--- src/logic/nic_stream_pkg.sv ---
`default_nettype none

package nic_stream_pkg;

    // ====================
    // Port count
    // ====================

    // Processing ports on the ingress side
    localparam int NUM_PORTS = 2;

    // Width of a port number
    localparam int PORT_WID = $clog2(NUM_PORTS);

    // ====================
    // Stream widths
    // ====================

    // One data beat
    localparam int DATA_WID = 64;

    // One keep bit per data byte
    localparam int KEEP_WID = DATA_WID / 8;

    // Free-running timestamp
    localparam int TIMESTAMP_WID = 64;

    // ====================
    // Stream field types
    // ====================

    typedef logic [PORT_WID-1:0]      port_t;
    typedef logic [DATA_WID-1:0]      data_t;
    typedef logic [KEEP_WID-1:0]      keep_t;
    typedef logic [TIMESTAMP_WID-1:0] timestamp_t;

endpackage : nic_stream_pkg

`default_nettype wire

--- src/logic/p4_proc_pkg.sv ---
`default_nettype none

package p4_proc_pkg;

    // ====================
    // Match table sizing
    // ====================

    // Entries in the shared action table
    localparam int TABLE_DEPTH = 16;

    // Key indexes the table directly
    localparam int KEY_WID = $clog2(TABLE_DEPTH);

    typedef logic [KEY_WID-1:0] key_t;

    // Table actions, drop is the reset value
    typedef enum logic {
        ACT_DROP = 1'b0,
        ACT_FWD  = 1'b1
    } action_t;

    // ====================
    // Port processor FSM
    // ====================

    typedef enum logic [1:0] {
        ST_IDLE   = 2'd0,
        ST_LOOKUP = 2'd1,
        ST_FWD    = 2'd2,
        ST_DROP   = 2'd3
    } port_state_t;

endpackage : p4_proc_pkg

`default_nettype wire

--- src/logic/igr_port_proc.sv ---
`timescale 1ns/100ps
`default_nettype none

module igr_port_proc (
    input  logic                       core_clk,
    input  logic                       arst_n,
    input  nic_stream_pkg::timestamp_t timestamp,
    input  logic                       egr_flow_ctl,

    // Input stream
    input  logic                       in_tvalid,
    output logic                       in_tready,
    input  nic_stream_pkg::data_t      in_tdata,
    input  nic_stream_pkg::keep_t      in_tkeep,
    input  logic                       in_tlast,

    // Output stream
    output logic                       out_tvalid,
    input  logic                       out_tready,
    output nic_stream_pkg::data_t      out_tdata,
    output nic_stream_pkg::keep_t      out_tkeep,
    output logic                       out_tlast,
    output nic_stream_pkg::port_t      out_tdest,
    output nic_stream_pkg::timestamp_t out_ttimestamp,

    // Match table lookup
    output logic                       lookup_en,
    output p4_proc_pkg::key_t          lookup_key,
    input  p4_proc_pkg::action_t       result_action,
    input  nic_stream_pkg::port_t      result_port
);
    import nic_stream_pkg::*;
    import p4_proc_pkg::*;

    port_state_t state_q;
    port_state_t state_d;

    // First beat, held across the lookup cycle
    data_t      hold_data;
    keep_t      hold_keep;
    logic       hold_last;

    // Output register
    logic       out_valid_q;
    data_t      out_data_q;
    keep_t      out_keep_q;
    logic       out_last_q;

    // Per-packet metadata
    port_t      dest_q;
    timestamp_t ts_q;

    // Last input beat of the packet already taken
    logic       in_done_q;

    logic       in_xfer;
    logic       out_xfer;

    // ====================
    // Handshake
    // ====================

    assign out_tvalid = out_valid_q & ~egr_flow_ctl;
    assign out_xfer   = out_tvalid & out_tready;
    assign in_xfer    = in_tvalid & in_tready;

    always_comb begin
        case (state_q)
            ST_IDLE:   in_tready = ~egr_flow_ctl;
            ST_LOOKUP: in_tready = 1'b0;
            // Room when empty or draining this cycle
            ST_FWD:    in_tready = (~out_valid_q | out_xfer) & ~in_done_q;
            ST_DROP:   in_tready = 1'b1;
            default:   in_tready = 1'b0;
        endcase
    end

    // Key comes straight off the first beat
    assign lookup_en  = (state_q == ST_IDLE) & in_xfer;
    assign lookup_key = in_tdata[KEY_WID-1:0];

    // ====================
    // Next state
    // ====================

    always_comb begin
        state_d = state_q;
        case (state_q)
            ST_IDLE: begin
                if (in_xfer) state_d = ST_LOOKUP;
            end
            ST_LOOKUP: begin
                if (result_action == ACT_FWD) state_d = ST_FWD;
                else if (hold_last)           state_d = ST_IDLE;
                else                          state_d = ST_DROP;
            end
            ST_FWD: begin
                if (out_xfer && out_last_q) state_d = ST_IDLE;
            end
            ST_DROP: begin
                if (in_xfer && in_tlast) state_d = ST_IDLE;
            end
            default: state_d = ST_IDLE;
        endcase
    end

    // Control state
    always_ff @(posedge core_clk or negedge arst_n) begin
        if (!arst_n) begin
            state_q     <= ST_IDLE;
            out_valid_q <= 1'b0;
            in_done_q   <= 1'b0;
        end else begin
            state_q <= state_d;
            if (state_q == ST_IDLE && in_xfer) begin
                in_done_q <= in_tlast;
            end else if (state_q == ST_FWD && in_xfer && in_tlast) begin
                in_done_q <= 1'b1;
            end
            if (state_q == ST_LOOKUP && result_action == ACT_FWD) begin
                out_valid_q <= 1'b1;
            end else if (state_q == ST_FWD && in_xfer) begin
                out_valid_q <= 1'b1;
            end else if (out_xfer) begin
                out_valid_q <= 1'b0;
            end
        end
    end

    // ====================
    // Datapath
    // ====================

    always_ff @(posedge core_clk) begin
        if (state_q == ST_IDLE && in_xfer) begin
            hold_data <= in_tdata;
            hold_keep <= in_tkeep;
            hold_last <= in_tlast;
            ts_q      <= timestamp;
        end
        if (state_q == ST_LOOKUP) begin
            dest_q     <= result_port;
            out_data_q <= hold_data;
            out_keep_q <= hold_keep;
            out_last_q <= hold_last;
        end else if (state_q == ST_FWD && in_xfer) begin
            out_data_q <= in_tdata;
            out_keep_q <= in_tkeep;
            out_last_q <= in_tlast;
        end
    end

    assign out_tdata      = out_data_q;
    assign out_tkeep      = out_keep_q;
    assign out_tlast      = out_last_q;
    assign out_tdest      = dest_q;
    assign out_ttimestamp = ts_q;

endmodule : igr_port_proc

`default_nettype wire

--- src/logic/match_table.sv ---
`timescale 1ns/100ps
`default_nettype none

module match_table (
    input  logic                  core_clk,
    input  logic                  arst_n,

    // Table programming
    input  logic                  wr_en,
    input  p4_proc_pkg::key_t     wr_addr,
    input  p4_proc_pkg::action_t  wr_action,
    input  nic_stream_pkg::port_t wr_port,

    // One lookup slot per port processor
    input  logic                  lookup_en     [nic_stream_pkg::NUM_PORTS],
    input  p4_proc_pkg::key_t     lookup_key    [nic_stream_pkg::NUM_PORTS],
    output p4_proc_pkg::action_t  result_action [nic_stream_pkg::NUM_PORTS],
    output nic_stream_pkg::port_t result_port   [nic_stream_pkg::NUM_PORTS]
);
    import nic_stream_pkg::*;
    import p4_proc_pkg::*;

    // ====================
    // Table storage
    // ====================

    // Action per entry
    action_t tbl_action [TABLE_DEPTH];

    // Egress port per entry, only meaningful for forward entries
    port_t   tbl_port   [TABLE_DEPTH];

    // All entries come out of reset as drop
    always_ff @(posedge core_clk or negedge arst_n) begin
        if (!arst_n) begin
            for (int i = 0; i < TABLE_DEPTH; i++) begin
                tbl_action[i] <= ACT_DROP;
            end
        end else if (wr_en) begin
            tbl_action[wr_addr] <= wr_action;
        end
    end

    always_ff @(posedge core_clk) begin
        if (wr_en) begin
            tbl_port[wr_addr] <= wr_port;
        end
    end

    // ====================
    // Lookup ports
    // ====================

    // Registered reads, one cycle after the strobe
    // A write to the same entry on the same edge is not seen yet
    always_ff @(posedge core_clk or negedge arst_n) begin
        if (!arst_n) begin
            for (int p = 0; p < NUM_PORTS; p++) begin
                result_action[p] <= ACT_DROP;
            end
        end else begin
            for (int p = 0; p < NUM_PORTS; p++) begin
                if (lookup_en[p]) begin
                    result_action[p] <= tbl_action[lookup_key[p]];
                end
            end
        end
    end

    // Port result
    always_ff @(posedge core_clk) begin
        for (int p = 0; p < NUM_PORTS; p++) begin
            if (lookup_en[p]) begin
                result_port[p] <= tbl_port[lookup_key[p]];
            end
        end
    end

endmodule : match_table

`default_nettype wire

--- src/logic/smartnic_app_igr.sv ---
`timescale 1ns/100ps
`default_nettype none

module smartnic_app_igr (
    input  logic                       core_clk,
    input  logic                       arst_n,
    input  nic_stream_pkg::timestamp_t timestamp,
    input  logic [nic_stream_pkg::NUM_PORTS-1:0] egr_flow_ctl,

    // Table write
    input  logic                       tbl_wr_en,
    input  p4_proc_pkg::key_t          tbl_wr_addr,
    input  p4_proc_pkg::action_t       tbl_wr_action,
    input  nic_stream_pkg::port_t      tbl_wr_port,

    // Ingress streams
    input  logic                       in_tvalid      [nic_stream_pkg::NUM_PORTS],
    output logic                       in_tready      [nic_stream_pkg::NUM_PORTS],
    input  nic_stream_pkg::data_t      in_tdata       [nic_stream_pkg::NUM_PORTS],
    input  nic_stream_pkg::keep_t      in_tkeep       [nic_stream_pkg::NUM_PORTS],
    input  logic                       in_tlast       [nic_stream_pkg::NUM_PORTS],

    // Egress streams
    output logic                       out_tvalid     [nic_stream_pkg::NUM_PORTS],
    input  logic                       out_tready     [nic_stream_pkg::NUM_PORTS],
    output nic_stream_pkg::data_t      out_tdata      [nic_stream_pkg::NUM_PORTS],
    output nic_stream_pkg::keep_t      out_tkeep      [nic_stream_pkg::NUM_PORTS],
    output logic                       out_tlast      [nic_stream_pkg::NUM_PORTS],
    output nic_stream_pkg::port_t      out_tid        [nic_stream_pkg::NUM_PORTS],
    output nic_stream_pkg::port_t      out_tdest      [nic_stream_pkg::NUM_PORTS],
    output nic_stream_pkg::timestamp_t out_ttimestamp [nic_stream_pkg::NUM_PORTS]
);
    import nic_stream_pkg::*;
    import p4_proc_pkg::*;

    // Lookup paths between the processors and the table
    logic    lookup_en     [NUM_PORTS];
    key_t    lookup_key    [NUM_PORTS];
    action_t result_action [NUM_PORTS];
    port_t   result_port   [NUM_PORTS];

    // ====================
    // Shared match table
    // ====================

    match_table u_match_table (
        .core_clk      (core_clk),
        .arst_n        (arst_n),
        .wr_en         (tbl_wr_en),
        .wr_addr       (tbl_wr_addr),
        .wr_action     (tbl_wr_action),
        .wr_port       (tbl_wr_port),
        .lookup_en     (lookup_en),
        .lookup_key    (lookup_key),
        .result_action (result_action),
        .result_port   (result_port)
    );

    // ====================
    // Port processors
    // ====================

    for (genvar g = 0; g < NUM_PORTS; g++) begin : g_port
        igr_port_proc u_igr_port_proc (
            .core_clk       (core_clk),
            .arst_n         (arst_n),
            .timestamp      (timestamp),
            .egr_flow_ctl   (egr_flow_ctl[g]),
            .in_tvalid      (in_tvalid[g]),
            .in_tready      (in_tready[g]),
            .in_tdata       (in_tdata[g]),
            .in_tkeep       (in_tkeep[g]),
            .in_tlast       (in_tlast[g]),
            .out_tvalid     (out_tvalid[g]),
            .out_tready     (out_tready[g]),
            .out_tdata      (out_tdata[g]),
            .out_tkeep      (out_tkeep[g]),
            .out_tlast      (out_tlast[g]),
            .out_tdest      (out_tdest[g]),
            .out_ttimestamp (out_ttimestamp[g]),
            .lookup_en      (lookup_en[g]),
            .lookup_key     (lookup_key[g]),
            .result_action  (result_action[g]),
            .result_port    (result_port[g])
        );

        // Ingress port number rides along as tid
        assign out_tid[g] = port_t'(g);
    end

endmodule : smartnic_app_igr

`default_nettype wire

--- config.mk ---
export PLATFORM = sky130hd
export DESIGN_NAME = smartnic_app_igr
export DESIGN_NICKNAME = d
export VERILOG_FILES = /design/src/logic/nic_stream_pkg.sv /design/src/logic/p4_proc_pkg.sv /design/src/logic/igr_port_proc.sv /design/src/logic/match_table.sv /design/src/logic/smartnic_app_igr.sv
export SDC_FILE = /design/constraint.sdc
export NUM_CORES = 1
export LEC_CHECK = 0
export BUFFER_PORTS_ARGS = -buffer_cell sky130_fd_sc_hd__clkbuf_2
export CORE_UTILIZATION = 30
export DETAILED_ROUTE_END_ITERATION = 6
export GPL_ROUTABILITY_DRIVEN = 0
export GPL_TIMING_DRIVEN = 0
export PLACE_DENSITY_LB_ADDON = 0.3
export SLEW_MARGIN = 20
export SYNTH_ARGS = -nofsm -noshare
export SYNTH_HDL_FRONTEND = slang
export SYNTH_SLANG_ARGS = --single-unit
--- constraint.sdc ---
create_clock -name core_clk -period 17.4 [get_ports core_clk]
set_input_delay 1.74 -clock core_clk [delete_from_list [all_inputs] [get_ports core_clk]]
set_output_delay 1.74 -clock core_clk [all_outputs]
set_load 0.05 [all_outputs]
==> summary by stage, run 1 <==
CTS
Counting along the longest clock path gives a buffer depth of 3. The number of setup buffers added after CTS is 0. Clock tree synthesis found a total of between 400 and 500 sinks. The total clock buffers created by CTS is 50. The clock tree from TritonCTS is yes. Hold repair after CTS inserted 0 buffers. The clock root buffer is clkbuf_16.

For the worst-skew pair, the clock arrives at the later sink with an insertion delay of between 500 and 600 ps. The post-cts repair resize count is 0. The H-tree generated during clock tree synthesis spans 2 levels. After clock tree synthesis, the clock-pin slew on the worst setup and hold paths is approximately 60 ps.

Setup path
For the worst setup path, the data required time is ~16000 ps. The slack of the worst reg-to-reg path is between 10000 and 15000 ps. The end of the worst register-to-register path is g_port[1].u_igr_port_proc.out_tdata[13]. The startpoint identified for the worst register-to-register timing path is g_port[1].u_igr_port_proc.state_q[1].

The type of destination of the critical path is an output pin. Counting both buffers and inverters, the worst setup path holds a total of 4. Counting cells, the worst reg-to-reg path comes to 7. The category of the worst setup path launch point is an input pin. The logic depth of the worst setup path including buffers is 6. The most frequent cell on the critical path is clkbuf_2. The slowest stage of the critical path belongs to the cell clkbuf_2. Broken down by cell family, the worst path's largest delay share belongs to buffers and inverters. The launching element of the worst setup path is out_tready[0]. Traced cell by cell, the critical path runs through clkbuf_2, inv_1, o21ai_0, a22o_1, buf_4, clkbuf_2. Data on the critical path arrives at its endpoint at 2740 ps.

The worst setup path endpoint is in_tready[0]. Along the worst path, the maximum fanout reaches 5. The critical path class is input pin to output pin.

The largest stage delay on the critical path is 290 ps.

STA
For the finished layout, the period the worst path requires is 4480 ps. Adding up every negative setup slack in the final design gives 0 ps. Timing would allow up to between 200 and 250 MHz.

Setup violations remaining at the end of the flow were counted as 0. The post-route worst hold slack is around 430 ps. The final-report hold violation count came to 0. The measured slew at the worst slew-check pin is approximately 760 ps. The final-report max-slew violation count came to 0. Setup repair after global routing left no endpoint under its margin.

The final period utilization is 25.8%. The max-slew headroom at the worst pin is about half. The clock tree skew after final layout is between 20 and 25 ps.

Logic synthesis
The mapped cell area is 16900 um2. In this run the mean area of a mapped cell was 21.3 um2. The synthesized netlist contains 37 unique library cells.

When the netlist entered floorplanning its net count stood at between 1000 and 1500. In the post-synthesis netlist, the biggest area contributors are edfxtp_1 78%, mux2_2 11%, dfrtp_1 3.9%, mux4_2 1.2%, mux4_1 0.93%. In the synthesized netlist, the number of instances is between 700 and 800. The share of Yosys cell area claimed by the top area cell type is roughly four fifths. During synthesis, Yosys emitted a total of 0 warnings. The top cell type by total area after synthesis is edfxtp_1. The sequential share of the synthesized area is between 80% and 90%. Counting flops and latches in the post-synthesis netlist gives 466.

Place
After detailed placement, the design holds a cell count of approximately 2000. During placement, the flow inserted port buffers numbering 504. Detailed placement finished with a half-perimeter wire length of 30700 um.

Global route
After global routing the overflow that remains totals 0. The maximum number of pins on one net before global-route repair is 96. The global-route usage over all layers is between 10% and 20%.

The first global-routing pass estimated approximately 60000 um of wire. The initial antenna violation count is 0. The number of global-route vias before repair is approximately 9500.

Final layout
Across the whole layout, storage elements account for 13900 um2. After the flow finishes, the layout carries non-filler instances totaling about 2200. The number of inserted filler cells in the final layout is 5163.

The post-route netlist has about 57% of its cells at a drive strength greater than 1. The top cell types in the final layout, fill and taps aside, are 504 x clkbuf_2, 440 x edfxtp_1, 162 x mux2_2, 50 x clkbuf_16. The net count of the finished layout is roughly 1600. The core utilization of the finished layout is between 40 and 50%. The most frequent standard cell in the layout excluding fill and tap cells is clkbuf_2. Summing all multi-input logic gate instances after layout gives 2810 um2. The area growth from synthesis to layout is 31.4%.

Routing
The count of nets left with antenna violations after detail routing is 0. For this block, the initial DRC count from the detailed router was about 460. The routed wire length is approximately 42000 um. The DRC violations left is 0. The first TritonRoute pass finished after 7 iterations.

After detailed routing, the average wire length per cell comes to 19.3 um. The vias per cell is ~4.4. The total number of vias is about 9500.

Power
The leakage power figure is around 8.5 nW. The maximum ir drop on the vdd rail is between 0.00008 and 0.00009 V. Power spread over the standard cell area amounts to approximately 170 nW/um2.

Die
The die area is ~57000 um2. The core outline area is around 55000 um2. The horizontal extent of the die is 239 um. For this design the top-level I/O count stands at ~510. For this configuration, the core starts out at a cell density of between 30% and 40%.

The initialized floorplan defines 86 standard-cell rows. The die height is between 200 and 250 um.

Status
The run finished with clean final reports.

Worst hold path
The worst hold path passes through 0 cells. The class of the tightest hold or removal check is flip-flop to flip-flop.

Flow run
The number of max-cap violations is 0.
[worst min-delay path by stage]
stage / start / endpoint / slack [ps]
2_1_floorplan: u_match_table.result_port[1] / g_port[0].u_igr_port_proc.out_tdest / 400
3_3_place_gp: u_match_table.result_port[1] / g_port[0].u_igr_port_proc.out_tdest / 420
3_5_place_dp: u_match_table.result_port[1] / g_port[0].u_igr_port_proc.out_tdest / 420
4_1_cts: u_match_table.result_port[0] / g_port[1].u_igr_port_proc.out_tdest / 440
5_1_grt: u_match_table.result_port[0] / g_port[1].u_igr_port_proc.out_tdest / 440
6_report: u_match_table.result_port[0] / g_port[1].u_igr_port_proc.out_tdest / 430
[power by group]
part	internal, mW	switching (mW)
sequential	1.51	0.0631
combinational	0.280	0.826
clock	0.578	0.436
total	2.37	1.33
[routing by layer]
layer | global-route usage (%) | up-vias | wire length (um)
li1 | - | 4306 | -
met1 | 17.7 | 4829 | 17300
met2 | 23.9 | 252 | 21400
met3 | 2.56 | 84 | 1800
met4 | 5.13 | 0 | 1270
met5 | 0 | - | 0
[final cells by class]
cell class,count,share of cell area (%)
Tap cell,748,4.22
Clock inverter,26,1.11
Buffer,36,0.959
Clock buffer,67,5.93
Sequential cell,466,62.5
Inverter,7,0.152
Timing Repair Buffer,522,12.4
Multi-Input combinational cell,282,12.7
Antenna cell,3,0.0339
[sequential cells by signal, summed over array words and instances (netlist names)]
name,count
g_port.u_igr_port_proc.hold_data,128
g_port.u_igr_port_proc.out_tdata,128
g_port.u_igr_port_proc.out_ttimestamp,128
g_port.u_igr_port_proc.hold_keep,16
g_port.u_igr_port_proc.out_tkeep,16
u_match_table.tbl_action,16
u_match_table.tbl_port,16
g_port.u_igr_port_proc.state_q,4
g_port.u_igr_port_proc.hold_last,2
g_port.u_igr_port_proc.in_done_q,2
g_port.u_igr_port_proc.out_tdest,2
g_port.u_igr_port_proc.out_tlast,2
g_port.u_igr_port_proc.out_valid_q,2
u_match_table.result_action,2
u_match_table.result_port,2
[metrics by stage]
| step | setup slack (ps) | power (mW) | cell area, um2 |
|---|---|---|---|
| 6_report | 12920 | 3.69 | 22200 |
| 3_3_place_gp | 1570 | 2.72 | 20300 |
| 4_1_cts | 12900 | 3.74 | 22200 |
| 3_5_place_dp | 12910 | 2.72 | 20600 |
| 2_1_floorplan | 6900 | 2.40 | 16900 |
| 5_1_grt | 12840 | 3.83 | 22200 |
[cells in the mapped netlist (all sizes together)]
cell type and n:
a22o 2, a22oi 2, nor3 1, o32ai 1, o31ai 1, edfxtp 440, and3 1, a211o 1
a21oi 1, o211ai 1, nand2b 7, inv 7, mux2i 5, a41oi 2, mux2 162, nand3b 2
nand2 14, nand3 4, a32o 1, o21ai 11, a31oi 6, a31o 2, nor4b 1, dfrtp 26
nand4b 1, nor2b 5, conb 2, mux4 15, buf 33, clkbuf 3, a21o 1, or3 1
nor3b 3, nor2 26
[worst reg2reg max path, delay by kind of cell (launching register included)]
kind,cells,cell delay [ps]
DFF,1,350
AOI/OAI and AO/OA,1,490
buffers and inverters,5,1390
and+or+nand+nor,1,110
[kinds of logic (layout without fill, tap and decap cells)]
group	count (synthesis)	in the layout	synth area share (%)
buf+inv	43	658	1.42
mux	182	182	13.2
compound gates	32	32	1.28
simple gates	66	66	1.88
flops	466	466	82.1
other cells	2	5	0.0445
No activity file was read; power rests on OpenSTA's default activity.
==> run 2: changes to the inputs <==
clock period = 4.5 ns   (was 17.4 ns; I/O delays follow)
==> summary by stage, run 2 (synthesis gave the netlist of run 1 again) <==
Status
Result of the run: complete, no violations (unchanged).

Routing
The DRC violations left came to 0 (unchanged). The detailed-routed wire length on met2 is 22100 um (was 21400 um). The wire length per cell after detailed routing is 19.8 um (was 19.3 um).

The top routing layer in use is met4 (unchanged). The detailed route wirelength on metal3 came to 1840 um (was 1800 um). The total routed wire length on the met1 layer is 17500 um (was 17300 um). The starting DRC count in detailed routing is 428 (was 459). The total number of vias is 9477 (was 9471). The count of nets left with antenna violations after detail routing is 0 (unchanged). The vias per cell is 4.40 (was 4.39).

The routed wire length came to 42700 um (was 41700 um). The iteration count of the initial detailed-routing pass is 5 (was 7).

Global route
The global-route usage over all layers is 14.4% (was 14.0%). The number of global-route vias before repair is 9606 (was 9510). The total congestion overflow after global routing came to 0 (unchanged). The initial antenna violation count is 0 (unchanged). The maximum number of pins on one net before global-route repair is 88 (was 96). The wire length of the first global-routing pass is 61300 um (was 59800 um).

STA
Static timing analysis puts the maximum clock frequency at between 300 and 400 MHz. The total negative slack for setup checks is 0 ps (unchanged). The measured slew at the worst slew-check pin is 732 ps (was 761 ps). The clock tree skew after final layout is 11.7 ps (was 22.5 ps). RSZ-0062 raised after global routing: no (unchanged). Of the available clock period, the critical path in the final layout requires 63.0%. For the finished layout, the period the worst path requires is 2830 ps. The final-report max-slew violation count was 0 (unchanged). The max-slew headroom at the worst pin is 51.2% (was 49.2%).

The setup-violating endpoint count in the final report is 0 (unchanged). The final-report hold violation count is 0 (unchanged).

Worst hold path
The launch point of the worst hold path is timestamp[23] (was u_match_table.result_port[0]). The class of the tightest hold or removal check is input pin to flip-flop (was flip-flop to flip-flop).

Final layout
Top library cells by usage in the layout, fill and taps aside: 504 x clkbuf_2, 440 x edfxtp_1, 162 x mux2_2, 51 x clkbuf_16 (was 504 x clkbuf_2, 440 x edfxtp_1, 162 x mux2_2, 50 x clkbuf_16). The final antenna diode count came to 0 (was 3). The proportion of layout cells with a drive suffix above 1 is 57.5% (was 56.6%). The core utilization of the finished layout was 40.3% (was 40.1%). The final design area excluding fillers was 22300 um2 (was 22200 um2). The area growth from synthesis to layout was 32.1% (was 31.4%). The number of nets at the end of the flow came to 1591 (was 1590). The most frequent standard cell in the layout excluding fill and tap cells is clkbuf_2 (unchanged).

Setup path
The startpoint of the worst-slack reg-to-reg timing path is g_port[0].u_igr_port_proc.state_q[0] (was g_port[1].u_igr_port_proc.state_q[1]). The arrival time reported for the critical path endpoint is 3120 ps (was 2740 ps). The category of the worst setup path launch point is a flip-flop (was input pin). The critical path class was flip-flop to flip-flop (was input pin to output pin).

The required time of the critical path is 4780 ps (was 15660 ps). The highest net fanout along the worst path came to 13 (was 5). The type of destination of the critical path is a flip-flop (was output pin).

The launching element of the worst setup path is g_port[0].u_igr_port_proc.state_q[0] (was out_tready[0]).

Die
The horizontal extent of the die came to 239 um (unchanged). The total number of placement rows is 86 (unchanged). The die area is 57200 um2 (unchanged). The die height came to 239 um (unchanged).

The starting density of the core came to 30.5% (unchanged). The total I/O pin count was 507 (unchanged). The core outline area is 55300 um2 (unchanged).

CTS
The maximum buffer depth of the clock tree is 3 (unchanged). The insertion delay to the later sink of the worst-skew pair is 580 ps (was 590 ps). The total clock buffers created by CTS came to 51 (was 50). The clock tree from TritonCTS is yes (unchanged). The clock root buffer is clkbuf_16 (unchanged). The clock-pin slew on the worst setup and hold paths is 60 ps (about the same). The total number of clock tree sinks is 466 (unchanged). The number of H-tree levels is 2 (unchanged).

Power
The maximum ir drop on the vdd rail is 0.000297 V (was 0.0000888 V). The final total power is 14.6 mW (was 3.69 mW). The power density over the cells is 653 nW/um2 (was 166 nW/um2). The leakage power figure came to 8.55 nW (was 8.49 nW).

Flow run
The number of max-cap violations is 0 (unchanged).

Place
The half-perimeter wire length after detailed placement was 31500 um (was 30700 um). The total placed instance area is 20600 um2 (about the same). The quantity of I/O buffers inserted on ports is 504 (unchanged).
[run 2: cell count changes in the layout (fill, tap and decap cells not counted), sizes merged]
cell / before / now
dlygate4sd3: 0 / 1
inv: 7 / 12
clkinvlp: 1 / 6
diode: 3 / 0
bufinv: 3 / 6
clkinv: 22 / 18
buf: 51 / 50
clkbuf: 574 / 567
[run 2: repair_timing]
action                    4_1_cts  5_1_grt
setup buffers                   0        0
gates resized for setup         0        0
hold endpoints to repair       26        0
hold buffers                    1        0
[run 2: metal layers]
metal | vias to the layer above | GRT usage (%)
li1 | 4307 | -
met1 | 4865 | 18.0
met2 | 241 | 24.9
met3 | 64 | 2.67
met4 | 0 | 5.48
met5 | - | 0
[run 2: critical path, stage by stage (launching register included)]
cell,delay [ps]
dfrtp_1,370
buf_6,140
nor4b_4,540
buf_6,230
buf_6,160
buf_6,190
buf_6,180
buf_6,190
buf_4,250
buf_4,250
[run 2: final cells by class]
cell class | instances | area, um2
sequential | 466 | 13900
tap | 748 | 936
inverter | 7 | 33.8
buffer | 36 | 225
fill | 5196 | 33000
clock inverter | 35 | 357
multi-input combinational | 282 | 2810
clock buffer | 60 | 1330
timing repair buffer | 522 | 2750
[run 2: final timing paths]
path,to,slack [ps],cells after the start
setup reg to reg,g_port[0].u_igr_port_proc.out_ttimestamp[2],1670,9
hold / removal,g_port[1].u_igr_port_proc.out_ttimestamp[23],50,1
max in group asynchronous,u_match_table.tbl_action[12],3560,2
hold reg to reg,g_port[0].u_igr_port_proc.out_tdest,430,0
setup / recovery,g_port[0].u_igr_port_proc.out_ttimestamp[2],1670,9
min in group asynchronous,u_match_table.tbl_action[5],460,2
[run 2: through the flow]
step / cells / hold WS (ps) / setup WS [ps]
after global placement: 2043 / 418 / -3900
after global routing: 2156 / 21.7 / 1510
after CTS: 2156 / 7.72 / 1620
after detailed placement: 2060 / 414 / 1500
after floorplan: 791 / 154 / -944
final: 2156 / 53.2 / 1670
[run 2: where the power goes]
part | internal, mW | total, mW | switching [mW] | leakage, nW
Sequential | 5.82 | 6.07 | 0.249 | 4.36
Combinational | 1.09 | 4.29 | 3.20 | 3.38
Clock | 2.47 | 4.20 | 1.73 | 0.812
Total | 9.39 | 14.6 | 5.18 | 8.55
==> run 3: changes to the inputs <==
clock period = 2.31 ns   (was 4.5 ns; I/O delays follow)
==> summary by stage, run 3 (synthesis gave the netlist of run 1 again) <==
CTS
The clock-pin slew on the worst setup and hold paths was 60 ps (about the same). The total clock buffers created by CTS was 50 (was 51). The number of H-tree levels was 2 (unchanged).

The total number of clock tree sinks is 466 (unchanged). The clock tree from TritonCTS is yes (unchanged). The insertion delay to the later sink of the worst-skew pair was 580 ps (about the same). The clock root buffer is clkbuf_16 (unchanged). The maximum buffer depth of the clock tree is 3 (unchanged).

Global route
The global-route usage over all layers came to 15.1% (was 14.4%). The number of global-route vias before repair is 10700 (was 9606). The wire length of the first global-routing pass came to 64700 um (was 61300 um).

The maximum number of pins on one net before global-route repair is 41 (was 88). The initial antenna violation count is 2 (was 0). The total congestion overflow after global routing was 0 (unchanged).

Die
The total I/O pin count is 507 (unchanged). The starting density of the core is 30.5% (unchanged). The die height came to 239 um (unchanged). The horizontal extent of the die is 239 um (unchanged).

The total number of placement rows is 86 (unchanged). The core outline area was 55300 um2 (unchanged). The die area is 57200 um2 (unchanged).

Power
The power density over the cells is 1170 nW/um2 (was 653 nW/um2). The leakage power figure came to 9.48 nW (was 8.55 nW). The maximum ir drop on the vdd rail is 0.000586 V (was 0.000297 V). The final total power is 28.7 mW (was 14.6 mW).

Final layout
The core utilization of the finished layout was 44.4% (was 40.3%). The number of nets at the end of the flow is 1815 (was 1591). The final design area excluding fillers is 24500 um2 (was 22300 um2). The area growth from synthesis to layout is 45.4% (was 32.1%). The most frequent standard cell in the layout excluding fill and tap cells is clkbuf_2 (unchanged).

The number of inserted filler cells in the final layout came to 4955 (was 5196). Top library cells by usage in the layout, fill and taps aside: 504 x clkbuf_2, 440 x edfxtp_1, 215 x dlygate4sd3_1, 162 x mux2_2, 51 x clkbuf_16 (was 504 x clkbuf_2, 440 x edfxtp_1, 162 x mux2_2, 51 x clkbuf_16). The final antenna diode count was 0 (unchanged). The proportion of layout cells with a drive suffix above 1 is 49.9% (was 57.5%).

Setup path
The critical path class was flip-flop to output pin (was flip-flop to flip-flop). The required time of the critical path was 2080 ps (was 4780 ps). The highest net fanout along the worst path came to 6 (was 13). The arrival time reported for the critical path endpoint is 1970 ps (was 3120 ps). The category of the worst setup path launch point is a flip-flop (unchanged).

The type of destination of the critical path is an output pin (was flip-flop).

STA
The max-slew headroom at the worst pin is 50.2% (was 51.2%). RSZ-0062 raised after global routing: no (unchanged). The final-report max-slew violation count is 0 (unchanged). The achievable frequency is 455 MHz. The measured slew at the worst slew-check pin is 747 ps (was 732 ps). The final-report hold violation count is 0 (unchanged). The clock period could shrink to around 2200 ps. The setup-violating endpoint count in the final report is 0 (unchanged). The final critical path takes up a little over nine tenths of the cycle.

The clock tree skew after final layout is 23.0 ps (was 11.7 ps). The total negative slack for setup checks is 0 ps (unchanged). The post-route worst hold slack came to 53.5 ps (was 53.2 ps).

Worst hold path
The class of the tightest hold or removal check is input pin to flip-flop (unchanged).

Place
The half-perimeter wire length after detailed placement came to 31200 um (was 31500 um). The total placed instance area was 20700 um2 (was 20600 um2). The quantity of I/O buffers inserted on ports is 504 (unchanged).

Flow run
The number of max-cap violations is 0 (unchanged).

Routing
The starting DRC count in detailed routing came to 546 (was 428). The wire length per cell after detailed routing is 18.8 um (was 19.8 um). The vias per cell came to 4.35 (was 4.40).

The iteration count of the initial detailed-routing pass is 5 (unchanged). The DRC violations left was 0 (unchanged). The total number of vias came to 10300 (was 9477).

The count of nets left with antenna violations after detail routing is 0 (unchanged). The routed wire length came to 44600 um (was 42700 um).

Status
Result of the run: complete, no violations (unchanged).
==> run 3: cell types whose count changed in the layout (fill, tap and decap cells not counted), moves of 2 or more <==
cell           delta
buf_12            +3
clkinvlp_4        -2
clkinv_8          +2
clkbuf_1          +2
inv_6             -4
buf_8             +2
dlygate4sd3_1   +214
buf_6             +4
clkbuf_8          -2
clkinv_1          +2
buf_4             +4
clkinv_2          -3
buf_2             -4
==> run 3: metrics by stage <==
| stage | std cells | setup WS [ps] |
|---|---|---|
| after floorplan | 791 | -3130 |
| after CTS | 2371 | 1.80 |
| final | 2374 | 111 |
| after global routing | 2374 | 25.3 |
| after detailed placement | 2064 | -617 |
| after global placement | 2043 | -5930 |
==> run 3: worst paths after layout <==
| kind | startpoint | to | slack, ps | depth (start not counted) |
|---|---|---|---|---|
| max | g_port[1].u_igr_port_proc.state_q[0] | in_tready[0] | 110 | 5 |
| min | tbl_wr_port | u_match_table.tbl_port[10] | 50 | 1 |
| max reg2reg | g_port[1].u_igr_port_proc.state_q[0] | g_port[1].u_igr_port_proc.hold_keep[4] | 160 | 7 |
| min reg2reg | u_match_table.result_port[0] | g_port[1].u_igr_port_proc.out_tdest | 440 | 0 |
| max in group asynchronous | arst_n | g_port[1].u_igr_port_proc.out_valid_q | 1590 | 2 |
| min in group asynchronous | arst_n | u_match_table.tbl_action[6] | 230 | 2 |
==> run 3: where the power goes <==
part | switching (mW) | total [mW] | internal (mW)
Clock | 3.28 | 7.88 | 4.60
Sequential | 0.488 | 11.8 | 11.3
Combinational | 6.44 | 8.95 | 2.50
==> run 3: layout make-up <==
cell class              count  area (um2)  share of cell area (%)
repair buffers            745        5020                    20.4
inverters                   7        30.0                   0.122
multi-input cells         284        2850                    11.6
well taps                 748         936                    3.81
clock buffers              60        1310                    5.34
flip-flops and latches    466       13900                    56.5
plain buffers              36         246                    1.00
clock inverters            28         294                    1.20
==> run 3: critical path, cell delays in order (launching register included) <==
cell      delay [ps]
dfrtp_1          460
inv_1            130
o21ai_0          100
a22o_2           290
buf_4            170
clkbuf_2         240
==> run 3: what timing repair did <==
item                                    4_1_cts  5_1_grt
endpoints found under the setup margin      256      200
hold buffers                                215        0
setup buffers                                 3        4
resized for setup                             8        4
cloned                                        2        0
pin swaps                                     1        1
hold endpoints to repair                    444        0
==> run 3: per-layer routing <==
metal | part of all wire [%] | GRT usage, % | up-vias
met4 | 3.4 | 6.33 | 4
li1 | - | - | 4754
met5 | 0.060 | 0 | -
met1 | 41 | 18.7 | 5211
met3 | 4.8 | 2.93 | 91
met2 | 51 | 25.5 | 274
